## src/source/fetch_consts.svh

```systemverilog
`ifndef FETCH_CONSTS_SVH
`define FETCH_CONSTS_SVH

// Halfwords delivered by fetch in one packet
`define FETCH_HWORDS 4

// Instruction slots handed to decode per cycle
`define DEC_WIDTH 2

// Packets the fetch buffer can hold
`define FBUF_DEPTH 4

// Byte address width
`define PC_BITS 32

`define FETCH_ID_BITS 4

`endif

```

## src/source/FetchPkg.sv

```systemverilog
`include "fetch_consts.svh"

package FetchPkg;

    // Halfword position inside one fetch packet
    typedef logic [$clog2(`FETCH_HWORDS)-1:0] FetchOff;

    typedef enum logic [1:0] {
        faultNone = 2'd0,
        faultPage = 2'd1,
        faultAccess = 2'd2
    } FaultKind;

    typedef struct packed {
        logic valid;
        // Address bits above the halfword offset
        logic [`PC_BITS-1:$clog2(`FETCH_HWORDS)+1] pc;
        FetchOff firstValid;
        FetchOff lastValid;
        logic [`FETCH_HWORDS-1:0][15:0] hwords;
        logic [`FETCH_ID_BITS-1:0] fetchId;
        FaultKind fault;
    } FetchPacket;

    typedef struct packed {
        logic valid;
        logic [31:0] instr;
        // Halfword address of the first halfword
        logic [`PC_BITS-1:1] pc;
        logic is16bit;
        logic [`FETCH_ID_BITS-1:0] fetchId;
        FaultKind fault;
    } AlignedInstr;

endpackage

```

## src/source/FetchBuffer.sv

```systemverilog
`include "fetch_consts.svh"

module FetchBuffer (
    input  logic clk,
    input  logic rst,
    input  logic clear,
    input  logic push,
    input  FetchPkg::FetchPacket pushPacket,
    input  logic take,
    output FetchPkg::FetchPacket headPacket,
    output logic full
);

    localparam int ptrBits = $clog2(`FBUF_DEPTH);
    localparam logic [ptrBits-1:0] lastSlot = ptrBits'(`FBUF_DEPTH - 1);

    FetchPkg::FetchPacket mem [`FBUF_DEPTH];
    logic [ptrBits-1:0] rdPtr;
    logic [ptrBits-1:0] wrPtr;
    logic [ptrBits:0] count;
    logic doPush;
    logic doPop;

    assign full = (count == (ptrBits + 1)'(`FBUF_DEPTH));
    assign doPush = push && !full;
    assign doPop = take && (count != '0);

    always_ff @(posedge clk or posedge rst) begin
        if (rst) begin
            rdPtr <= '0;
            wrPtr <= '0;
            count <= '0;
        end else if (clear) begin
            // Flush wins over a push in the same cycle
            rdPtr <= '0;
            wrPtr <= '0;
            count <= '0;
        end else begin
            if (doPush) begin
                wrPtr <= (wrPtr == lastSlot) ? '0 : wrPtr + 1'b1;
            end
            if (doPop) begin
                rdPtr <= (rdPtr == lastSlot) ? '0 : rdPtr + 1'b1;
            end
            count <= count + (ptrBits + 1)'(doPush) - (ptrBits + 1)'(doPop);
        end
    end

    always_ff @(posedge clk) begin
        if (doPush) begin
            mem[wrPtr] <= pushPacket;
        end
    end

    // Head is visible straight from storage
    always_comb begin
        headPacket = mem[rdPtr];
        headPacket.valid = (count != '0);
    end

    // Fetch has to respect the full level
    assert property (@(posedge clk) disable iff (rst) push |-> !full)
        else $error("FetchBuffer: push while full");

    // The aligner only pops a packet it could see
    assert property (@(posedge clk) disable iff (rst) take |-> (count != '0))
        else $error("FetchBuffer: take while empty");

endmodule

```

## src/source/FrontEnd.sv

```systemverilog
`include "fetch_consts.svh"

module FrontEnd (
    input  logic clk,
    input  logic rst,
    input  logic clear,

    input  logic fetchValid,
    input  logic [`PC_BITS-1:$clog2(`FETCH_HWORDS)+1] fetchPc,
    input  FetchPkg::FetchOff fetchFirst,
    input  FetchPkg::FetchOff fetchLast,
    input  logic [`FETCH_HWORDS-1:0][15:0] fetchData,
    input  logic [`FETCH_ID_BITS-1:0] fetchId,
    input  FetchPkg::FaultKind fetchFault,
    output logic fetchFull,

    input  logic decReady,
    output logic [`DEC_WIDTH-1:0] outValid,
    output logic [`DEC_WIDTH-1:0][31:0] outInstr,
    output logic [`DEC_WIDTH-1:0][`PC_BITS-1:0] outPc,
    output logic [`DEC_WIDTH-1:0] out16,
    output logic [`DEC_WIDTH-1:0][`FETCH_ID_BITS-1:0] outFetchId,
    output FetchPkg::FaultKind [`DEC_WIDTH-1:0] outFault
);

    FetchPkg::FetchPacket pushPacket;
    FetchPkg::FetchPacket headPacket;
    FetchPkg::AlignedInstr alignedOut [`DEC_WIDTH];
    logic take;

    assign pushPacket = FetchPkg::FetchPacket'{
        valid: fetchValid,
        pc: fetchPc,
        firstValid: fetchFirst,
        lastValid: fetchLast,
        hwords: fetchData,
        fetchId: fetchId,
        fault: fetchFault
    };

    FetchBuffer i_FetchBuffer (
        .clk(clk),
        .rst(rst),
        .clear(clear),
        .push(fetchValid),
        .pushPacket(pushPacket),
        .take(take),
        .headPacket(headPacket),
        .full(fetchFull)
    );

    InstrAligner i_InstrAligner (
        .clk(clk),
        .rst(rst),
        .clear(clear),
        .inPacket(headPacket),
        .decReady(decReady),
        .take(take),
        .outInstr(alignedOut)
    );

    // Decode sees byte addresses
    for (genvar s = 0; s < `DEC_WIDTH; s++) begin : gDecPorts
        assign outValid[s] = alignedOut[s].valid;
        assign outInstr[s] = alignedOut[s].instr;
        assign outPc[s] = {alignedOut[s].pc, 1'b0};
        assign out16[s] = alignedOut[s].is16bit;
        assign outFetchId[s] = alignedOut[s].fetchId;
        assign outFault[s] = alignedOut[s].fault;
    end

endmodule

```

## src/source/InstrAligner.sv

```systemverilog
`include "fetch_consts.svh"

module InstrAligner (
    input  logic clk,
    input  logic rst,
    input  logic clear,
    input  FetchPkg::FetchPacket inPacket,
    input  logic decReady,
    output logic take,
    output FetchPkg::AlignedInstr outInstr [`DEC_WIDTH]
);

    localparam int hw = `FETCH_HWORDS;
    localparam int winSize = 2 * hw;
    localparam int idxBits = $clog2(winSize);
    localparam int offBits = $bits(FetchPkg::FetchOff);

    // Packet taken earlier, with its starts that decode has not received yet
    FetchPkg::FetchPacket heldPacket;
    logic [hw-1:0] heldStart;
    logic [hw-1:0] heldStart32;

    logic [hw-1:0] curStart;
    logic [hw-1:0] curStart32;
    logic heldSplit;
    logic heldSplitWait;
    logic curSplit;

    logic [winSize-1:0][15:0] window;
    logic [winSize-1:0] windowStart;
    logic [winSize-1:0] windowStart32;
    logic [winSize-1:0] unhandled;

    logic [`DEC_WIDTH-1:0][idxBits-1:0] pickIdx;
    logic [`DEC_WIDTH-1:0] pickValid;
    FetchPkg::AlignedInstr built [`DEC_WIDTH];

    logic [`DEC_WIDTH-1:0] slotValid;
    FetchPkg::AlignedInstr slotData [`DEC_WIDTH];
    logic outputReady;
    logic heldDone;

    // Held packet ends in the low half of a 32-bit instruction
    assign heldSplit = heldStart[hw-1] && heldStart32[hw-1];
    assign heldSplitWait = heldSplit && !inPacket.valid;
    assign curSplit = curStart32[hw-1];

    // Walk the incoming halfwords and mark where instructions begin
    always_comb begin
        logic canStart;
        logic is32;
        canStart = !heldSplit;
        for (int i = 0; i < hw; i++) begin
            is32 = (inPacket.hwords[i][1:0] == 2'b11);
            if (!inPacket.valid || FetchPkg::FetchOff'(i) < inPacket.firstValid ||
                FetchPkg::FetchOff'(i) > inPacket.lastValid) begin
                canStart = 1'b0;
            end
            if (canStart) begin
                curStart[i] = 1'b1;
                curStart32[i] = is32;
                canStart = !is32;
            end else begin
                curStart[i] = 1'b0;
                curStart32[i] = 1'b0;
                // After an upper half or an invalid slot the next one may start
                canStart = 1'b1;
            end
        end
    end

    assign window = {inPacket.hwords, heldPacket.hwords};

    always_comb begin
        windowStart = {curStart, heldStart};
        windowStart32 = {curStart32, heldStart32};
        // A 32-bit start is not usable until its upper half is in the window
        windowStart[winSize-1] = windowStart[winSize-1] & !curSplit;
        windowStart[hw-1] = windowStart[hw-1] & !heldSplitWait;
    end

    PriorityEncoder #(
        .width(winSize),
        .numOut(`DEC_WIDTH)
    ) i_PriorityEncoder (
        .data(windowStart),
        .idx(pickIdx),
        .idxValid(pickValid)
    );

    assign outputReady = !slotValid[0] || decReady;

    // Starts past the last picked slot stay pending
    always_comb begin
        for (int i = 0; i < winSize; i++) begin
            unhandled[i] = !outputReady ||
                (pickValid[`DEC_WIDTH-1] && (i > pickIdx[`DEC_WIDTH-1]));
        end
        unhandled[winSize-1] = unhandled[winSize-1] | curSplit;
        unhandled[hw-1] = unhandled[hw-1] | heldSplitWait;
    end

    assign heldDone = !(|(unhandled[hw-1:0] & windowStart[hw-1:0]));
    assign take = inPacket.valid && heldDone && outputReady;

    always_comb begin
        logic [idxBits-1:0] first;
        logic [idxBits-1:0] last;
        FetchPkg::FetchPacket firstPkt;
        FetchPkg::FetchPacket lastPkt;
        for (int s = 0; s < `DEC_WIDTH; s++) begin
            first = pickIdx[s];
            last = first + idxBits'(windowStart32[first]);
            firstPkt = first[idxBits-1] ? inPacket : heldPacket;
            // ID and fault follow the halfword that completes the instruction
            lastPkt = last[idxBits-1] ? inPacket : heldPacket;
            built[s].valid = pickValid[s];
            built[s].instr = {window[first + 1'b1], window[first]};
            built[s].pc = {firstPkt.pc, first[offBits-1:0]};
            built[s].is16bit = !windowStart32[first];
            built[s].fetchId = lastPkt.fetchId;
            built[s].fault = lastPkt.fault;
        end
    end

    always_ff @(posedge clk or posedge rst) begin
        if (rst) begin
            heldStart <= '0;
            heldStart32 <= '0;
        end else if (clear) begin
            heldStart <= '0;
            heldStart32 <= '0;
        end else if (take) begin
            heldStart <= curStart & unhandled[winSize-1:hw];
            heldStart32 <= curStart32;
        end else begin
            heldStart <= heldStart & unhandled[hw-1:0];
        end
    end

    always_ff @(posedge clk) begin
        if (take) begin
            heldPacket <= inPacket;
        end
    end

    always_ff @(posedge clk or posedge rst) begin
        if (rst) begin
            slotValid <= '0;
        end else if (clear) begin
            slotValid <= '0;
        end else if (outputReady) begin
            slotValid <= pickValid;
        end
    end

    always_ff @(posedge clk) begin
        if (outputReady) begin
            slotData <= built;
        end
    end

    always_comb begin
        for (int s = 0; s < `DEC_WIDTH; s++) begin
            outInstr[s] = slotData[s];
            outInstr[s].valid = slotValid[s];
        end
    end

    for (genvar s = 0; s < `DEC_WIDTH; s++) begin : gSlotChecks
        if (s > 0) begin : gOrder
            // Slots are filled in program order
            assert property (@(posedge clk) disable iff (rst)
                slotValid[s] |-> slotValid[s-1])
                else $error("InstrAligner: slot %0d valid without slot %0d", s, s - 1);
        end
        // Held output while decode stalls
        assert property (@(posedge clk) disable iff (rst)
            slotValid[0] && !decReady && !clear |=>
                $stable(slotValid[s]) && $stable(slotData[s]))
            else $error("InstrAligner: slot %0d changed under back-pressure", s);
    end

endmodule

```

## src/source/PriorityEncoder.sv

```systemverilog
module PriorityEncoder #(
    parameter int width = 8,
    parameter int numOut = 2,
    localparam int idxBits = $clog2(width)
) (
    input  logic [width-1:0] data,
    output logic [numOut-1:0][idxBits-1:0] idx,
    output logic [numOut-1:0] idxValid
);

    always_comb begin
        logic [width-1:0] remaining;
        remaining = data;
        for (int o = 0; o < numOut; o++) begin
            idx[o] = '0;
            idxValid[o] = |remaining;
            // Scan downward so the lowest set bit is the one kept
            for (int i = width - 1; i >= 0; i--) begin
                if (remaining[i]) begin
                    idx[o] = idxBits'(i);
                end
            end
            // Knock out the bit just found before the next search
            remaining = remaining & (remaining - 1'b1);
        end
    end

endmodule

```

## config.mk

```make
export PLATFORM = sky130hd
export DESIGN_NAME = FrontEnd
export DESIGN_NICKNAME = d
export VERILOG_FILES = /design/src/source/FetchPkg.sv /design/src/source/FetchBuffer.sv /design/src/source/FrontEnd.sv /design/src/source/InstrAligner.sv /design/src/source/PriorityEncoder.sv
export VERILOG_INCLUDE_DIRS = /design/src /design/src/source
export SDC_FILE = /design/constraint.sdc
export NUM_CORES = 1
export LEC_CHECK = 0
export BUFFER_PORTS_ARGS = -buffer_cell sky130_fd_sc_hd__buf_2
export CAP_MARGIN = 10
export CELL_PAD_IN_SITES_DETAIL_PLACEMENT = 1
export CELL_PAD_IN_SITES_GLOBAL_PLACEMENT = 2
export CORE_MARGIN = 8
export CORE_UTILIZATION = 45
export CTS_CLUSTER_DIAMETER = 150
export CTS_CLUSTER_SIZE = 14
export DETAILED_ROUTE_END_ITERATION = 6
export PLACE_DENSITY_LB_ADDON = 0.3
export REMOVE_ABC_BUFFERS = 1
export SYNTH_ARGS = -nofsm -noshare
export SYNTH_HDL_FRONTEND = slang
export SYNTH_HIERARCHICAL = 1
export SYNTH_SLANG_ARGS = --single-unit
```

## constraint.sdc

```tcl
create_clock -name clk -period 12.5 [get_ports clk]
set_input_delay 1.875 -clock clk [delete_from_list [all_inputs] [get_ports clk]]
set_output_delay 1.875 -clock clk [all_outputs]
set_load 0.01 [all_outputs]
```

# --- Word-level counts from Yosys, hierarchy flattened ---
# Memories as Yosys holds them, arrays and structs flattened.
# Cells that the tools add are included.
word_totals:
  reg_bits: 260
  mem_bits_rw: 416
  inputBits: 108
  out_inout_bits: 145
  elab_cells: 181
  memories: 1
op_classes:
  addsub: 9
  order_cmp: 19
  eq_ne: 7
  n_mux: 62
  bitwise: 8
  n_reduce_logical: 50
memory_table:
  columns: ["memory", "depth", "word_bits", "rd", "rd_ports_with_merged_regs", "wr", "line_no", "source"]
  rows:
  - ["i_FetchBuffer.mem", 4, 104, 1, 0, 1, "FetchBuffer.sv:17", "FetchPkg::FetchPacket mem [`FBUF_DEPTH];"]
op_table:
  columns: ["op", "count"]
  rows:
  - ["two-way mux 103 bit", 2]
  - ["binary-select mux 16 bit (select 3 bit)", 4]
  - ["two-way mux 16 bit", 4]
  - ["two-way mux 3 bit", 17]
  - ["two-way mux 1 bit", 19]
  - ["logical OR 1 bit", 16]
  - ["less-than comparator 3 x 4 -> 1 bit (second input constant)", 4]
  - ["two-way mux 2 bit", 8]
  - ["two-way mux 4 bit", 4]
  - ["OR reduction 8 bit", 2]
  - ["logical AND 1 bit", 13]
  - ["zero test 1 bit", 13]
  - ["AND 4 bit", 3]
  - ["equality test 2 bit (second input constant)", 6]
  - ["> comparator 3 bit (first input constant)", 4]
  - ["two-way mux 6 bit", 2]
  - ["adder 3 x 1 -> 3 bit", 3]
  - ["AND 8 bit", 1]
  - ["nonzero test 2 bit", 4]
  - ["subtractor 8 x 1 -> 8 bit (second input constant)", 1]
  - ["adder 3 x 1 -> 3 bit (second input constant)", 2]
  - ["binary-select mux 1 bit (select 3 bit)", 2]
  - ["> comparator 2 x 3 -> 1 bit (first input constant)", 2]
  - ["adder 2 x 1 -> 2 bit (second input constant)", 2]
  - ["other kinds (11)", 17]

# --- Logic depth before layout (Yosys ltp) ---
logic_depth:
  word_depth: 36
  depth_mapped: 29
  ltp_nobuf: 22

# --- Cells and area by module ---
# Netlist, hierarchy kept.
by_module_without_submodules:
  columns: ["module", "instances", "cells_each", "area_per_inst_um2", "seq_area_each_um2"]
  rows:
  - ["FetchBuffer", 1, 588, 15331.0, 12547.0]
  - ["InstrAligner", 1, 689, 12766.0, 7427.1]
  - ["PriorityEncoder", 1, 48, 306.5, 0.0]
  - ["FrontEnd", 1, 3, 18.8, 0.0]

# --- Worst setup path before layout ---
# Ideal clock, no wire load.
synth_timing:
  path_kind: "register -> register"
  startpoint: "register i_FetchBuffer.rdPtr[0]"
  endpoint: "register i_FetchBuffer.count[2]"
  setup_ns: 0.130
  arrival_ns: 9.217
  required_ns: 12.370
  setup_slack_ns: 3.153
  stages_incl_launch_ff: 26
  n_path_buf: 4
  period_less_slack_ns: 9.347
  cell_sequence: "dfrtp_1 buf_6 buf_2 mux4_2 and2_1 a211oi_2 a311o_1 buf_4 nand2_1 nor2_1 nor4bb_1 a21oi_1 a32oi_1 buf_6 nand2_2 a32o_1 a2111oi_4 o31ai_1 inv_1 ha_1 inv_1 ha_1 inv_1 fa_1 xnor2_1 nor2_1"
synth_lines:
  columns: ["item", "line_no", "source"]
  rows:
  - ["start, declared", "FetchBuffer.sv:18", "logic [ptrBits-1:0] rdPtr;"]
  - ["start signal, assigned", "FetchBuffer.sv:43", "rdPtr <= (rdPtr == lastSlot) ? '0 : rdPtr + 1'b1;"]
  - ["end signal, assigned", "FetchBuffer.sv:45", "count <= count + (ptrBits + 1)'(doPush) - (ptrBits + 1)'(doPop);"]
  - ["end, declared", "FetchBuffer.sv:20", "logic [ptrBits:0] count;"]

==> impl_metrics.json <==
{
  "dpl_cell_area_um2": 30500,
  "dr.pass1.iters": 5,
  "postCtsSetupBuffers": 0,
  "cts_root_buf": "clkbuf_16",
  "initialDrtViolationCount": 1076,
  "clk_pin_slew_ns": 0.08,
  "hpwl_um": 42200,
  "synth_edf_count": 651,
  "hold_path_class": "register to register",
  "postCtsResizedCells": 0,
  "area_growth_pct": 12.6,
  "cts_tree": "built",
  "fin_crit_ns": 8.23,
  "cts_sinks": 668,
  "vias": 14100,
  "layout.nets": 1688,
  "rr_worst_depth": 17,
  "grt_max_degree": 89,
  "clockBufferDepth": 3,
  "yosys_warnings": 6,
  "port-buffer-count": 250,
  "hold_ws_ns": 0.546,
  "crit_fanout": 58,
  "grt_pass1_vias": 15300,
  "grt_pass1_wl_um": 100000,
  "critPathLaunch": "i_FetchBuffer/rdPtr[0]",
  "critPathCapture": "i_InstrAligner/heldStart32[0]",
  "power.density_nw_per_um2": 280,
  "r2r_slack_ns": 4.27,
  "die-width_um": 267,
  "ys_types": 64,
  "critPathKind": "register to register",
  "slew_headroom_pct": 25.0,
  "clock_latency_ns": 0.62,
  "place_congestion": 0.775,
  "utilization_pct": 51.0,
  "critPathArrivalTime_ns": 8.78,
  "drc": 0,
  "ys_seq_area_share_pct": 70.3,
  "ir_drop_mv": 0.243,
  "reg2reg_to": "i_InstrAligner/heldStart32[0]",
  "io-pin-count": 253,
  "cpMaxStageDelayCell": "dfrtp_4",
  "synthCells": 1328,
  "cp_top_family": "buffers and inverters",
  "crit_chain": "buf_4 > mux4_2 > a21oi_1 > a211oi_2 > a311o_1 > nand2_1 > nor2_1 > a2111oi_1 > nor3_1 > and2_4 > buf_4 > nor4_1 > a2111oi_4 > buf_4 > buf_4 > mux2_4 > nor2_1",
  "end_kind": "register",
  "leakage_nw": 10.5,
  "worst-path-stages": 17,
  "dieArea_um2": 71500,
  "skew_ns": 0.0444,
  "design_area_um2": 32000,
  "cp.buffers_inverters": 4,
  "timing_hold_violations_final": 0,
  "finalMaxSlewViolations": 0,
  "cts_buffers": 53,
  "drive_above_1_share_pct": 44.0,
  "synth_top_flop_cell": "edfxtp_1",
  "synth_area_per_cell_um2": 21.4,
  "postCtsHoldBufs": 0,
  "antenna_found_initial": 8,
  "die-height_um": 267,
  "setup_viol": 0,
  "netlist_area_um2": 28400,
  "max_freq_mhz": 121,
  "post_drt_wl_per_cell_um": 27.5,
  "core-area_um2": 62700,
  "ys_seq_elements": 668,
  "routed_wl_um": 67100,
  "rsz0062_at_grt": "false",
  "globalRouteTotalUtil_pct": 18.7,
  "timing.rr.start": "i_FetchBuffer/rdPtr[0]",
  "async_flop_share_pct": 2.54,
  "ant_nets": 0,
  "start_util_pct": 45.3,
  "cp_data_required_time_ns": 13.05,
  "std_cell_rows": 92,
  "timing.final.crit_share_pct": 65.9,
  "cpPeakStageDelay_ns": 0.84,
  "tns_ns": 0,
  "grt_overflow": 0,
  "worst_slew_pin_slew_ns": 1.13,
  "maxCapViolCount": 0,
  "status": "finished clean",
  "timing.critical_path.mode_cell": "buf_4",
  "h-tree-depth": 2,
  "viasPerCell": 5.77,
  "worst_setup_path_start_kind": "register"
}
## layout by cell type, fill, tap and decap left out, types with 15 or more instances in the layout
cell / n
edfxtp_1: 651
buf_2: 250
mux4_2: 232
mux2_2: 115
clkbuf_16: 53
nand2_1: 48
clkbuf_1: 22
buf_4: 20
inv_1: 17
a21oi_1: 16
nor2_1: 16
dfrtp_1: 15
## cells in the mapped netlist, types with 4 or more instances
library cell,count,share of area [%]
buf_4,4,0.11
nor2_1,17,0.22
and3_1,7,0.15
or3_1,4,0.088
o21ai_0,6,0.11
buf_2,33,0.58
nand4_1,4,0.088
dfrtp_1,17,1.5
nor2b_1,4,0.088
mux2_2,115,4.6
buf_6,10,0.40
a21oi_1,17,0.30
mux2_1,9,0.36
nor3_1,6,0.11
clkbuf_1,28,0.37
nand3_1,5,0.088
mux4_2,232,18
nand2b_1,7,0.15
ha_1,12,0.53
buf_1,12,0.16
mux2i_1,5,0.18
nand2_1,48,0.63
and2_1,5,0.11
inv_1,18,0.24
edfxtp_1,651,69
## logic make-up after synthesis
logic type	count (synthesis)	synth area share (%)
xor gates and xnor gates	5	0.154
and+or+nand+nor	121	2.13
DFF	668	70.3
buffers and inverters	105	1.85
other	1	0.0132
AOI/OAI and AO/OA	52	1.42
adders and majority gates	14	0.634
muxes	362	23.5
## worst min path at each step
stage / startpoint / endpoint / slack [ns] / cells after the start
6_report: i_InstrAligner/slotValid[1] / i_InstrAligner/slotValid[1] / 0.55 / 2
5_1_grt: i_InstrAligner/heldPacket[4] / i_InstrAligner/outInstr[75] / 0.58 / 1
4_1_cts: i_InstrAligner/slotValid[1] / i_InstrAligner/slotValid[1] / 0.54 / 2
3_5_place_dp: i_InstrAligner/slotValid[1] / i_InstrAligner/slotValid[1] / 0.53 / 2
3_3_place_gp: i_InstrAligner/slotValid[1] / i_InstrAligner/slotValid[1] / 0.51 / 2
2_1_floorplan: i_InstrAligner/heldStart32[1] / i_InstrAligner/heldStart32[1] / 0.50 / 2
## layer usage
layer	track usage, %	up-vias	routed length, um
met2	31.7	360	33700
li1	-	6039	-
met3	3.70	91	3710
met1	25.0	7585	28300
met4	4.31	6	1320
met5	0	-	34
## registers in the layout, summed over array words and instances, names as in the netlist
register,cells
i_FetchBuffer/count,3
i_FetchBuffer/mem,412
i_FetchBuffer/rdPtr,2
i_FetchBuffer/wrPtr,2
i_InstrAligner/heldPacket,99
i_InstrAligner/heldStart,4
i_InstrAligner/heldStart32,4
i_InstrAligner/outInstr,140
i_InstrAligner/slotValid,2
## area by class of cell
cell class | instances | area (um^2)
clock inverter | 3 | 47.5
sequential | 668 | 20000
tap | 846 | 1060
inverter | 18 | 72.6
clock buffer | 75 | 1410
multi-input combinational | 556 | 8030
timing repair buffer | 270 | 1400
antenna | 3 | 7.51
fill | 5634 | 30700
## report_power, final
part | total, mW | switching [mW] | internal [mW]
logic | 3.79 | 1.95 | 1.84
registers | 3.65 | 0.313 | 3.34
clock network | 1.53 | 0.735 | 0.795
## tightest hold or removal path, stage by stage (launching register included)
cell     delay, ns
dfrtp_1       0.39
nand2_1       0.06
a21oi_1       0.05
## through the flow
step	std cells	setup slack, ns	power (mW)
after detailed placement	2358	4.12	7.55
after floorplan	1242	-5.74	6.39
after global placement	2358	4.27	7.46
after CTS	2436	4.12	9.10
final	2439	4.27	8.97
after global routing	2438	3.50	9.42
(Power assumes the default switching activity.)
